File: src/rtl/rbk_reg_pkg.sv
// rubik register file: shared register map, field widths and bus structs
package rbk_reg_pkg;

  ////////////////////////////////////////////////////////////////////////////
  // widths
  ////////////////////////////////////////////////////////////////////////////
  localparam int csb_addr_w   = 22;   // csb word address
  localparam int reg_offset_w = 12;   // byte offset inside the 4KB space
  localparam int data_w       = 32;
  localparam int addr_low_w   = 27;   // 32B aligned address, also line stride
  localparam int dim_w        = 13;   // width / height / channel

  ////////////////////////////////////////////////////////////////////////////
  // register map, byte offsets
  ////////////////////////////////////////////////////////////////////////////
  localparam logic [reg_offset_w-1:0] ofs_status           = 12'h000;
  localparam logic [reg_offset_w-1:0] ofs_pointer          = 12'h004;
  localparam logic [reg_offset_w-1:0] ofs_group_base       = 12'h008; // ping-pong from here up
  localparam logic [reg_offset_w-1:0] ofs_op_enable        = 12'h008;
  localparam logic [reg_offset_w-1:0] ofs_misc_cfg         = 12'h00c; // mode 1:0, prec 9:8
  localparam logic [reg_offset_w-1:0] ofs_datain_size_0    = 12'h010; // width 12:0, height 28:16
  localparam logic [reg_offset_w-1:0] ofs_datain_size_1    = 12'h014; // channel 12:0
  localparam logic [reg_offset_w-1:0] ofs_dain_addr_low    = 12'h018; // bits 31:5
  localparam logic [reg_offset_w-1:0] ofs_dain_line_stride = 12'h01c; // bits 31:5
  localparam logic [reg_offset_w-1:0] ofs_perf_enable      = 12'h020;

  localparam int op_en_delay = 3;     // stages from armed to reg2dp_op_en

  // per-group status codes
  localparam logic [1:0] stat_idle    = 2'd0;
  localparam logic [1:0] stat_running = 2'd1;
  localparam logic [1:0] stat_pending = 2'd2;

  ////////////////////////////////////////////////////////////////////////////
  // structs
  ////////////////////////////////////////////////////////////////////////////
  typedef struct packed {
    logic [1:0]            level;
    logic [3:0]            wrbe;     // byte enables, not honoured
    logic                  srcpriv;
    logic                  nposted;  // non-posted write wants an ack
    logic                  write;
    logic [data_w-1:0]     wdat;
    logic [csb_addr_w-1:0] addr;     // word address
  } csb_req_t;

  typedef struct packed {
    logic              wr_ack;       // 1: write ack, 0: read data
    logic              error;
    logic [data_w-1:0] rdat;
  } csb_resp_t;

  typedef struct packed {
    logic [reg_offset_w-1:0] offset; // byte offset
    logic [data_w-1:0]       wr_data;
    logic                    wr;     // write strobe before group select
  } reg_access_t;

  typedef struct packed {
    logic [addr_low_w-1:0] dain_addr_low;
    logic [addr_low_w-1:0] dain_line_stride;
    logic [dim_w-1:0]      datain_width;
    logic [dim_w-1:0]      datain_height;
    logic [dim_w-1:0]      datain_channel;
    logic [1:0]            rubik_mode;
    logic [1:0]            in_precision;
    logic                  perf_en;
  } layer_cfg_t;

endpackage

File: src/rtl/rbk_csb_port.sv
// rubik csb port: request capture, group decode, read merge and response
`timescale 1ns/1ps
module rbk_csb_port (
  input  logic                           nvdla_core_clk,
  input  logic                           nvdla_core_rstn,
  input  logic                           req_pvld,
  input  rbk_reg_pkg::csb_req_t          req_pd,
  input  logic                           producer,
  input  logic                           d0_armed,
  input  logic                           d1_armed,
  input  logic [rbk_reg_pkg::data_w-1:0] s_rd_data,
  input  logic [rbk_reg_pkg::data_w-1:0] d0_rd_data,
  input  logic [rbk_reg_pkg::data_w-1:0] d1_rd_data,
  output logic                           req_prdy,
  output logic                           resp_valid,
  output rbk_reg_pkg::csb_resp_t         resp_pd,
  output rbk_reg_pkg::reg_access_t       access,
  output logic                           s_wr_en,
  output logic                           d0_wr_en,
  output logic                           d1_wr_en
);
  import rbk_reg_pkg::*;

  logic              req_pvld_q;
  csb_req_t          req_q;
  logic              rd_en;
  logic              np_wr_en;
  logic              select_s;
  logic              select_d0;
  logic              select_d1;
  logic [data_w-1:0] rd_data;

  assign req_prdy = 1'b1; // never back-pressures

  ////////////////////////////////////////////////////////////////////////////
  // request capture
  ////////////////////////////////////////////////////////////////////////////
  always_ff @(posedge nvdla_core_clk or negedge nvdla_core_rstn) begin
    if (!nvdla_core_rstn) begin
      req_pvld_q <= 1'b0;
    end else begin
      req_pvld_q <= req_pvld;
    end
  end

  always_ff @(posedge nvdla_core_clk) begin
    if (req_pvld) begin
      req_q <= req_pd; // payload only
    end
  end

  // word address to byte offset, only the low 4KB matters
  assign access = '{offset:  {req_q.addr[reg_offset_w-3:0], 2'b00},
                    wr_data: req_q.wdat,
                    wr:      req_pvld_q & req_q.write};

  assign rd_en    = req_pvld_q & ~req_q.write;
  assign np_wr_en = access.wr & req_q.nposted;

  ////////////////////////////////////////////////////////////////////////////
  // group decode
  ////////////////////////////////////////////////////////////////////////////
  assign select_s  = (access.offset < ofs_group_base);
  assign select_d0 = ~select_s & ~producer;  // producer picks the ping-pong side
  assign select_d1 = ~select_s & producer;

  assign s_wr_en  = access.wr & select_s;
  assign d0_wr_en = access.wr & select_d0 & ~d0_armed; // locked while armed
  assign d1_wr_en = access.wr & select_d1 & ~d1_armed;

  // one select is hot, so an or-merge is enough
  assign rd_data = ({data_w{select_s}}  & s_rd_data)  |
                   ({data_w{select_d0}} & d0_rd_data) |
                   ({data_w{select_d1}} & d1_rd_data);

  ////////////////////////////////////////////////////////////////////////////
  // response
  ////////////////////////////////////////////////////////////////////////////
  always_ff @(posedge nvdla_core_clk or negedge nvdla_core_rstn) begin
    if (!nvdla_core_rstn) begin
      resp_valid <= 1'b0;
    end else begin
      resp_valid <= rd_en | np_wr_en; // posted writes stay silent
    end
  end

  always_ff @(posedge nvdla_core_clk) begin
    if (rd_en) begin
      resp_pd <= '{wr_ack: 1'b0, error: 1'b0, rdat: rd_data};
    end else if (np_wr_en) begin
      resp_pd <= '{wr_ack: 1'b1, error: 1'b0, rdat: '0}; // write ack carries no data
    end
  end

endmodule

File: src/rtl/rbk_pointer_group.sv
// rubik single group: producer/consumer pointers and status readback
`timescale 1ns/1ps
module rbk_pointer_group (
  input  logic                           nvdla_core_clk,
  input  logic                           nvdla_core_rstn,
  input  rbk_reg_pkg::reg_access_t       access,
  input  logic                           wr_en,
  input  logic                           done,
  input  logic                           d0_armed,
  input  logic                           d1_armed,
  output logic [rbk_reg_pkg::data_w-1:0] rd_data,
  output logic                           producer,
  output logic                           consumer
);
  import rbk_reg_pkg::*;

  logic [1:0] status_0;
  logic [1:0] status_1;

  always_ff @(posedge nvdla_core_clk or negedge nvdla_core_rstn) begin
    if (!nvdla_core_rstn) begin
      producer <= 1'b0;
      consumer <= 1'b0;
    end else begin
      if (wr_en && access.offset == ofs_pointer) begin
        producer <= access.wr_data[0];
      end
      if (done) begin
        consumer <= ~consumer; // hand over to the other group
      end
    end
  end

  // armed and consumed -> running, armed and waiting -> pending
  assign status_0 = !d0_armed ? stat_idle :
                    !consumer ? stat_running : stat_pending;
  assign status_1 = !d1_armed ? stat_idle :
                    consumer  ? stat_running : stat_pending;

  always_comb begin
    rd_data = '0; // unmapped reads 0
    case (access.offset)
      ofs_status: begin
        rd_data[1:0]   = status_0;
        rd_data[17:16] = status_1;
      end
      ofs_pointer: begin
        rd_data[0]  = producer;
        rd_data[16] = consumer;
      end
      default: ;
    endcase
  end

endmodule

File: src/rtl/rbk_layer_group.sv
// rubik ping-pong group: layer configuration fields and op-enable arming
`timescale 1ns/1ps
module rbk_layer_group (
  input  logic                           nvdla_core_clk,
  input  logic                           nvdla_core_rstn,
  input  rbk_reg_pkg::reg_access_t       access,
  input  logic                           wr_en,
  input  logic                           disarm,
  output logic [rbk_reg_pkg::data_w-1:0] rd_data,
  output rbk_reg_pkg::layer_cfg_t        cfg,
  output logic                           armed
);
  import rbk_reg_pkg::*;

  logic arm_req;

  // wr_en already masked by armed in the port
  assign arm_req = wr_en & (access.offset == ofs_op_enable) & access.wr_data[0];

  ////////////////////////////////////////////////////////////////////////////
  // field writes
  ////////////////////////////////////////////////////////////////////////////
  always_ff @(posedge nvdla_core_clk or negedge nvdla_core_rstn) begin
    if (!nvdla_core_rstn) begin
      cfg <= '0;
    end else if (wr_en) begin
      case (access.offset)
        ofs_misc_cfg: begin
          cfg.rubik_mode   <= access.wr_data[1:0];
          cfg.in_precision <= access.wr_data[9:8];
        end
        ofs_datain_size_0: begin
          cfg.datain_width  <= access.wr_data[dim_w-1:0];
          cfg.datain_height <= access.wr_data[16 +: dim_w];
        end
        ofs_datain_size_1:    cfg.datain_channel   <= access.wr_data[dim_w-1:0];
        ofs_dain_addr_low:    cfg.dain_addr_low    <= access.wr_data[data_w-1:5];
        ofs_dain_line_stride: cfg.dain_line_stride <= access.wr_data[data_w-1:5];
        ofs_perf_enable:      cfg.perf_en          <= access.wr_data[0];
        default: ;
      endcase
    end
  end

  // arm has priority, it only lands while disarmed anyway
  always_ff @(posedge nvdla_core_clk or negedge nvdla_core_rstn) begin
    if (!nvdla_core_rstn) begin
      armed <= 1'b0;
    end else if (arm_req) begin
      armed <= 1'b1;
    end else if (disarm) begin
      armed <= 1'b0; // layer done
    end
  end

  ////////////////////////////////////////////////////////////////////////////
  // readback
  ////////////////////////////////////////////////////////////////////////////
  always_comb begin
    rd_data = '0;
    case (access.offset)
      ofs_op_enable: rd_data[0] = armed;
      ofs_misc_cfg: begin
        rd_data[1:0] = cfg.rubik_mode;
        rd_data[9:8] = cfg.in_precision;
      end
      ofs_datain_size_0: begin
        rd_data[dim_w-1:0]  = cfg.datain_width;
        rd_data[16 +: dim_w] = cfg.datain_height;
      end
      ofs_datain_size_1:    rd_data[dim_w-1:0]    = cfg.datain_channel;
      ofs_dain_addr_low:    rd_data[data_w-1:5]   = cfg.dain_addr_low;
      ofs_dain_line_stride: rd_data[data_w-1:5]   = cfg.dain_line_stride;
      ofs_perf_enable:      rd_data[0]            = cfg.perf_en;
      default: ;
    endcase
  end

endmodule

File: src/rtl/rbk_op_ctrl.sv
// rubik op control: consumer-selected op enable, disarm and clock-gate enable
`timescale 1ns/1ps
module rbk_op_ctrl (
  input  logic       nvdla_core_clk,
  input  logic       nvdla_core_rstn,
  input  logic       done,
  input  logic       consumer,
  input  logic       d0_armed,
  input  logic       d1_armed,
  output logic       d0_disarm,
  output logic       d1_disarm,
  output logic       op_en,
  output logic [2:0] slcg_op_en
);
  import rbk_reg_pkg::*;

  logic                        sel_armed;
  logic [op_en_delay-1:0]      op_en_pipe;
  logic [op_en_delay-1:0][2:0] slcg_pipe;

  // the group being consumed drives the datapath
  assign sel_armed = consumer ? d1_armed : d0_armed;

  // done retires the consumed group, same edge the consumer flips
  assign d0_disarm = done & ~consumer;
  assign d1_disarm = done & consumer;

  ////////////////////////////////////////////////////////////////////////////
  // op enable pipe
  ////////////////////////////////////////////////////////////////////////////
  always_ff @(posedge nvdla_core_clk or negedge nvdla_core_rstn) begin
    if (!nvdla_core_rstn) begin
      op_en_pipe <= '0;
    end else if (done) begin
      op_en_pipe <= '0; // drop op_en right after done
    end else begin
      op_en_pipe <= {op_en_pipe[op_en_delay-2:0], sel_armed};
    end
  end

  assign op_en = op_en_pipe[op_en_delay-1];

  ////////////////////////////////////////////////////////////////////////////
  // clock gating enable
  ////////////////////////////////////////////////////////////////////////////
  // not cleared by done, so clocks keep running until the
  // selected bit has been low for the whole delay
  always_ff @(posedge nvdla_core_clk or negedge nvdla_core_rstn) begin
    if (!nvdla_core_rstn) begin
      slcg_pipe <= '0;
    end else begin
      slcg_pipe <= {slcg_pipe[op_en_delay-2:0], {3{sel_armed}}};
    end
  end

  assign slcg_op_en = slcg_pipe[op_en_delay-1]; // one copy per gated clock

endmodule

File: src/rtl/rbk_regfile.sv
// rubik register file top: csb port, pointer group, two layer groups, op control
`timescale 1ns/1ps
module rbk_regfile (
  input  logic                      nvdla_core_clk,
  input  logic                      nvdla_core_rstn,
  input  logic                      csb2rbk_req_pvld,
  input  rbk_reg_pkg::csb_req_t     csb2rbk_req_pd,
  input  logic                      dp2reg_done,
  output logic                      csb2rbk_req_prdy,
  output logic                      rbk2csb_resp_valid,
  output rbk_reg_pkg::csb_resp_t    rbk2csb_resp_pd,
  output rbk_reg_pkg::layer_cfg_t   reg2dp_cfg,
  output logic                      reg2dp_op_en,
  output logic [2:0]                slcg_op_en,
  output logic                      dp2reg_consumer
);
  import rbk_reg_pkg::*;

  reg_access_t       access;
  logic              s_wr_en;
  logic              d0_wr_en;
  logic              d1_wr_en;
  logic [data_w-1:0] s_rd_data;
  logic [data_w-1:0] d0_rd_data;
  logic [data_w-1:0] d1_rd_data;
  logic              producer;
  logic              d0_armed;
  logic              d1_armed;
  logic              d0_disarm;
  logic              d1_disarm;
  layer_cfg_t        d0_cfg;
  layer_cfg_t        d1_cfg;

  ////////////////////////////////////////////////////////////////////////////
  // csb access
  ////////////////////////////////////////////////////////////////////////////
  rbk_csb_port u_csb_port (
    .nvdla_core_clk  (nvdla_core_clk),
    .nvdla_core_rstn (nvdla_core_rstn),
    .req_pvld        (csb2rbk_req_pvld),
    .req_pd          (csb2rbk_req_pd),
    .producer        (producer),
    .d0_armed        (d0_armed),
    .d1_armed        (d1_armed),
    .s_rd_data       (s_rd_data),
    .d0_rd_data      (d0_rd_data),
    .d1_rd_data      (d1_rd_data),
    .req_prdy        (csb2rbk_req_prdy),
    .resp_valid      (rbk2csb_resp_valid),
    .resp_pd         (rbk2csb_resp_pd),
    .access          (access),
    .s_wr_en         (s_wr_en),
    .d0_wr_en        (d0_wr_en),
    .d1_wr_en        (d1_wr_en)
  );

  ////////////////////////////////////////////////////////////////////////////
  // register groups
  ////////////////////////////////////////////////////////////////////////////
  rbk_pointer_group u_pointer (
    .nvdla_core_clk  (nvdla_core_clk),
    .nvdla_core_rstn (nvdla_core_rstn),
    .access          (access),
    .wr_en           (s_wr_en),
    .done            (dp2reg_done),
    .d0_armed        (d0_armed),
    .d1_armed        (d1_armed),
    .rd_data         (s_rd_data),
    .producer        (producer),
    .consumer        (dp2reg_consumer)
  );

  rbk_layer_group u_layer_d0 (
    .nvdla_core_clk  (nvdla_core_clk),
    .nvdla_core_rstn (nvdla_core_rstn),
    .access          (access),
    .wr_en           (d0_wr_en),
    .disarm          (d0_disarm),
    .rd_data         (d0_rd_data),
    .cfg             (d0_cfg),
    .armed           (d0_armed)
  );

  rbk_layer_group u_layer_d1 (
    .nvdla_core_clk  (nvdla_core_clk),
    .nvdla_core_rstn (nvdla_core_rstn),
    .access          (access),
    .wr_en           (d1_wr_en),
    .disarm          (d1_disarm),
    .rd_data         (d1_rd_data),
    .cfg             (d1_cfg),
    .armed           (d1_armed)
  );

  rbk_op_ctrl u_op_ctrl (
    .nvdla_core_clk  (nvdla_core_clk),
    .nvdla_core_rstn (nvdla_core_rstn),
    .done            (dp2reg_done),
    .consumer        (dp2reg_consumer),
    .d0_armed        (d0_armed),
    .d1_armed        (d1_armed),
    .d0_disarm       (d0_disarm),
    .d1_disarm       (d1_disarm),
    .op_en           (reg2dp_op_en),
    .slcg_op_en      (slcg_op_en)
  );

  // datapath sees the consumed group
  assign reg2dp_cfg = dp2reg_consumer ? d1_cfg : d0_cfg;

endmodule

File: config.mk
export PLATFORM = sky130hd
export DESIGN_NAME = rbk_regfile
export DESIGN_NICKNAME = d
export VERILOG_FILES = /design/src/rtl/rbk_reg_pkg.sv /design/src/rtl/rbk_csb_port.sv /design/src/rtl/rbk_pointer_group.sv /design/src/rtl/rbk_layer_group.sv /design/src/rtl/rbk_op_ctrl.sv /design/src/rtl/rbk_regfile.sv
export SDC_FILE = /design/constraint.sdc
export NUM_CORES = 1
export LEC_CHECK = 0
export BUFFER_PORTS_ARGS = -buffer_cell sky130_fd_sc_hd__buf_2
export CAP_MARGIN = 20
export CORE_MARGIN = 2
export CORE_UTILIZATION = 35
export CTS_BUF_LIST = sky130_fd_sc_hd__clkbuf_4
export DETAILED_ROUTE_END_ITERATION = 8
export GPL_ROUTABILITY_DRIVEN = 1
export GPL_TIMING_DRIVEN = 0
export PLACE_DENSITY = 0.53
export SLEW_MARGIN = 20
export SYNTH_ARGS = -nofsm -noshare
export SYNTH_HDL_FRONTEND = slang
export SYNTH_SLANG_ARGS = --single-unit
File: constraint.sdc
create_clock -name nvdla_core_clk -period 4.2 [get_ports nvdla_core_clk]
set_clock_uncertainty 0.05 [all_clocks]
set_input_delay 0.21 -clock nvdla_core_clk [delete_from_list [all_inputs] [get_ports nvdla_core_clk]]
set_output_delay 0.21 -clock nvdla_core_clk [all_outputs]
set_load 0.02 [all_outputs]
# Word-level counts from Yosys, hierarchy flattened

Index checks and enable logic that the tools add are counted.

Bits in registers: 285
Input bits: 67
Output and inout bits: 139
Logic and storage cells: 121

Order comparisons: 1
Equality and inequality tests: 8
Muxes and demuxes: 35
Bitwise gates (word level): 28
Reduce and logical (&&, ||, !) cells: 17

Operators by type and width:

| cell                  | count |
|---|---|
| $mux W98              | 1 |
| $pmux W13 S3          | 2 |
| $and A32 B32 Y32      | 2 |
| $mux W32              | 2 |
| $or A32 B32 Y32       | 2 |
| $pmux W3 S4           | 4 |
| $eq A10 B3 Y1 const B | 4 |
| $pmux W3 S2           | 6 |
| $and A32 B18 Y32      | 1 |
| $reduce_and A2 Y1     | 12 |
| $eq A10 B2 Y1 const B | 2 |
| $pmux W2 S5           | 2 |
| $and A1 B1 Y1         | 16 |
| $logic_not A12 Y1     | 1 |
| $lt A12 B4 Y1 const B | 1 |
| $eq A10 B1 Y1 const B | 1 |
| $eq A10 B4 Y1 const B | 1 |
| $pmux W1 S5           | 2 |
| $mux W2               | 4 |
| $mux W1               | 7 |
| $not A1 Y1            | 6 |
| $pmux W1 S3           | 2 |
| $reduce_bool A2 Y1    | 3 |
| $pmux W1 S2           | 2 |
| other kinds (3)       | 3 |

# Logic depth before layout (Yosys ltp)

Depth after elaboration: 8
Depth in mapped cells: 8

# Cells and area by module

A second synthesis with hierarchy kept.

Cells, all modules: 1142
Area total of the unflattened synthesis: 15413.5 µm²

Modules (own cells, without submodules):

| module            | times used | cells each | area each (µm²) | seq. area each (µm²) |
|---|---|---|---|---|
| rbk_layer_group   | 2          | 342        | 4867.2          | 2477.4 |
| rbk_csb_port      | 1          | 286        | 3806.2          | 2352.3 |
| rbk_regfile       | 1          | 109        | 1258.7          | 0.0 |
| rbk_pointer_group | 1          | 48         | 384.1           | 50.0 |
| rbk_op_ctrl       | 1          | 15         | 230.2           | 150.1 |

# Least setup slack after synthesis

No wires, ideal clock.

Path type: reg2reg
Start: register u_csb_port.req_pvld_q
End: register u_csb_port.resp_pd[0] (netlist bit), enable pin
Arrival: 3.063 ns
Required time: 3.678 ns
Slack: 0.615 ns
Stages on the path, launching flop included: 3
Path buffers: 1
Period minus slack after synthesis: 3.585 ns
Cell sequence: dfrtp_1 -> clkbuf_1 -> a21boi_0

Cells in the longest elaborated chain, start to end: 3
Elaborated cells between the ends (all ways): 4

Ends and longest elaborated chain:

| what                           | line               | RTL |
|---|---|---|
| start: declaration             | rbk_csb_port.sv:24 | `logic req_pvld_q;` |
| start signal: assignment       | rbk_csb_port.sv:42 | `req_pvld_q <= req_pvld;` |
| $and A1 B1 Y1                  | rbk_csb_port.sv:55 | `wr: req_pvld_q & req_q.write};` |
| $and A1 B1 Y1                  | rbk_csb_port.sv:58 | `assign np_wr_en = access.wr & req_q.nposted;` |
| $reduce_bool A2 Y1 (no line) * | n/a                |  |
| end signal: assignment         | rbk_csb_port.sv:89 | `resp_pd <= '{wr_ack: 1'b0, error: 1'b0, rdat: rd_data};` |
| end signal: assignment         | rbk_csb_port.sv:91 | `resp_pd <= '{wr_ack: 1'b1, error: 1'b0, rdat: '0};` |
| end: declaration               | rbk_csb_port.sv:16 | `output rbk_reg_pkg::csb_resp_t resp_pd,` |

Mark *: on every way between the ends. The rest lies on a longest branch, timed or not.
A chain may end at the register's enable or synchronous reset.

==> impl_metrics.tcl <==
set metrics [dict create \
    status "finished clean" \
    fin_crit_ps 3600 \
    die_height_um 198 \
    clkPwrFrac_pct 40.8 \
    cts_buffer_depth 3 \
    dp_cells 1564 \
    drcViolationCount 0 \
    p_leak_nw 7.75 \
    synth_top_family_by_area "multiplexers" \
    syn_inst 902 \
    antenna_found_initial 1 \
    synth_adder_area_share_pct 0 \
    worstReg2RegStart "u_pointer.producer$_DFFE_PN0P_" \
    ys_types 59 \
    synthMuxAreaShare_pct 28.8 \
    path_max_fanout 10 \
    die_w_um 198 \
    synth_edf_count 76 \
    ff2ff_path_depth 4 \
    start_kind "flop" \
    min_path_cells 2 \
    design_area_um2 16400 \
    numCtsBuffers 80 \
    final_cells 1764 \
    drt_iter0_drc 500 \
    comb_power_share_pct 12.6 \
    p_seq_share_pct 46.6 \
    final_cell_mix "mux2_2 (262), dfrtp_1 (208), buf_2 (194)" \
    grt_usage_pct 20.9 \
    drive_gt1_share_pct 50.2 \
    viasPerCell 5.15 \
    fin_tns_setup_ps 0 \
    worstPathRequired_ps 3940 \
    grt_pass1_vias 9327 \
    area_growth_pct 24.5 \
    cts_root_buf "clkbuf_4" \
    ir_drop_uv 137 \
    cts_tree "built" \
    syn_nets 969 \
    hold_class "in2reg" \
    switchingPower_w 0.00180 \
    fmaxAchievable_mhz 277 \
    min_from "csb2rbk_req_pd[28]" \
    worst_slew_pin_slew_ps 1030 \
    yosys_register_bits 285 \
    synth_ff_type "dfrtp_1" \
    cts_setup_buffers 0 \
    detail_route.wl_per_cell_um 23.0 \
    num_vias 9088 \
    r2r_end "u_csb_port.resp_pd[1]$_SDFFCE_PN0P_" \
    htree_levels 3 \
    gp_congestion 0.807 \
    placed_area_um2 14800 \
    rsz0062_at_grt "false" \
    cts_sinks 285 \
    fp.dieArea_um2 39200 \
    core_region_area_um2 37300 \
    synthSimpleGateAreaFrac_pct 5.03 \
    yosysSeqAreaShare_pct 57.0 \
    hold_viol_final 0 \
    ys_warn_count 0 \
    start_util_pct 35.3 \
    syn_area_um2 13200 \
    synth_compound_area_share_pct 6.49 \
    synth_xor_area_share_pct 0.0666 \
    hold_end "u_csb_port.access[7]$_DFFE_PP_" \
    setup_viol 0 \
    worstSetupPathType "reg2out" \
    hpwl_um 26900 \
    power.internal_w 0.00462 \
    p_sw_share_pct 28.1 \
    avgSynthCellArea_um2 14.6 \
    critPathCaptureType "primary output" \
    min_period_over_period_pct 85.8 \
    layout_commonest_cell "mux2_2" \
    grt_pass1_wl_um 59400 \
    path_clk_slew_ps 70 \
    finalWirelength_um 40500 \
    async_flop_share_pct 73.0 \
    power_density_nw_per_um2 392 \
    io_pins 206 \
    power.total_w 0.00642 \
    clkLatencyLatePin_ps 780 \
    ant_nets 0 \
    drv_slew 0 \
    io_buffers 184 \
    r2r_slack_ps 910 \
    placementRows 71 \
    arrival_ps 3340 \
    relSlewSlack_pct 31.2 \
    grt_max_degree 86 \
    final_nets 1288 \
    drt_pre_antenna_iters 5 \
    grt_overflow 0 \
    cap_violations 0 \
]
-- timing repair --
item | in CTS | in global routing
resized for setup | 0 | 0
hold buffers | 49 | 0
hold endpoints to repair | 287 | 0
-- cells in the mapped netlist, drive strengths merged, types with 2 or more instances --
cell / instances / area share (%)
a211oi: 5 / 0.29
a21oi: 6 / 0.23
a221o: 2 / 0.15
a221oi: 6 / 0.40
a22oi: 44 / 2.5
a32oi: 3 / 0.20
and2: 4 / 0.19
buf: 29 / 1.6
clkbuf: 29 / 0.83
conb: 2 / 0.057
dfrtp: 208 / 40
edfxtp: 76 / 17
inv: 3 / 0.086
mux2: 298 / 25
mux2i: 25 / 1.9
mux4: 8 / 1.4
nand2: 29 / 0.90
nand3: 7 / 0.30
nand4: 4 / 0.42
nor2: 32 / 1.5
nor2b: 6 / 0.29
nor3: 7 / 0.39
nor4: 5 / 0.51
o21ai: 27 / 1.0
o221ai: 2 / 0.13
o22a: 11 / 0.73
o22ai: 7 / 0.33
o32ai: 2 / 0.13
-- routing by layer --
layer  wire length (µm)  GRT usage [%]  up-vias
li1                   -              -     4116
met1              19200           30.2     4590
met2              18000           30.8      310
met3               2360           4.72       72
met4                965           7.49        0
met5                  0              0        -
-- power by group through the flow --
stage / clock network (W) / logic [W] / registers [W]
finish: 0.00262 / 0.000809 / 0.00299
global route: 0.00288 / 0.000853 / 0.00300
CTS: 0.00272 / 0.000818 / 0.00299
detailed placement: 0 / 0.000778 / 0.00305
global placement: 0 / 0.000756 / 0.00305
floorplan: 0 / 0.000402 / 0.00305
-- critical path: stages, from the launching register on --
cell and delay [ps]:
dfrtp_1 350, clkbuf_1 340, clkbuf_1 500, clkbuf_1 770, mux2_2 440, buf_2 160
-- kinds of logic after synthesis --
logic type	count (synthesis)
DFF	285
xor gates and xnor gates	1
muxes	331
other	2
and+or+nand+nor	101
buffers and inverters	61
AOI/OAI and AO/OA	121
-- layout make-up --
cell class / instances / area [µm²]
plain buffers: 58 / 323
diodes: 1 / 2.50
repair buffers: 237 / 1550
fillers: 3608 / 20900
inverters: 3 / 11.3
clock inverters: 19 / 80.1
well taps: 474 / 593
clock buffers: 131 / 983
multi-input cells: 556 / 5330
flip-flops and latches: 285 / 7510
-- registers in the layout, indices dropped and copies added, names as in the netlist --
register	cells
u_op_ctrl.slcg_pipe	2
u_layer_d1.cfg	98
u_csb_port.resp_pd	33
u_op_ctrl.slcg_op_en	1
u_csb_port.access	42
u_pointer.consumer	1
u_csb_port.resp_valid	1
u_pointer.producer	1
u_csb_port.req_q	2
u_csb_port.req_pvld_q	1
u_layer_d1.armed	1
u_op_ctrl.op_en_pipe	3
u_layer_d0.armed	1
u_layer_d0.cfg	98
-- worst max path at each step --
stage | startpoint | endpoint | slack [ps] | depth (start not counted)
2_1_floorplan | u_csb_port.req_pvld_q$_DFF_PN0_ | u_csb_port.resp_pd[0]$_SDFFCE_PN0P_ | 610 | 2
3_3_place_gp | u_csb_port.req_pvld_q$_DFF_PN0_ | u_csb_port.resp_valid$_DFF_PN0_ | -2190 | 2
3_5_place_dp | u_csb_port.access[38]$_DFFE_PP_ | u_csb_port.resp_pd[2]$_SDFFCE_PN0P_ | 970 | 5
4_1_cts | u_pointer.consumer$_DFFE_PN0P_ | reg2dp_cfg[36] | 550 | 5
5_1_grt | u_pointer.consumer$_DFFE_PN0P_ | reg2dp_cfg[32] | 450 | 5
6_report | u_pointer.consumer$_DFFE_PN0P_ | reg2dp_cfg[40] | 600 | 5
-- per-stage QoR --
step	setup WS (ps)	utilization [%]	hold slack (ps)
floorplan	615	-	-136
global placement	-2190	39.3	285
detailed placement	967	39.7	115
CTS	549	43.9	30.2
global route	448	43.9	59.7
finish	595	43.9	92.1
No activity file was read; power rests on OpenSTA's default activity.
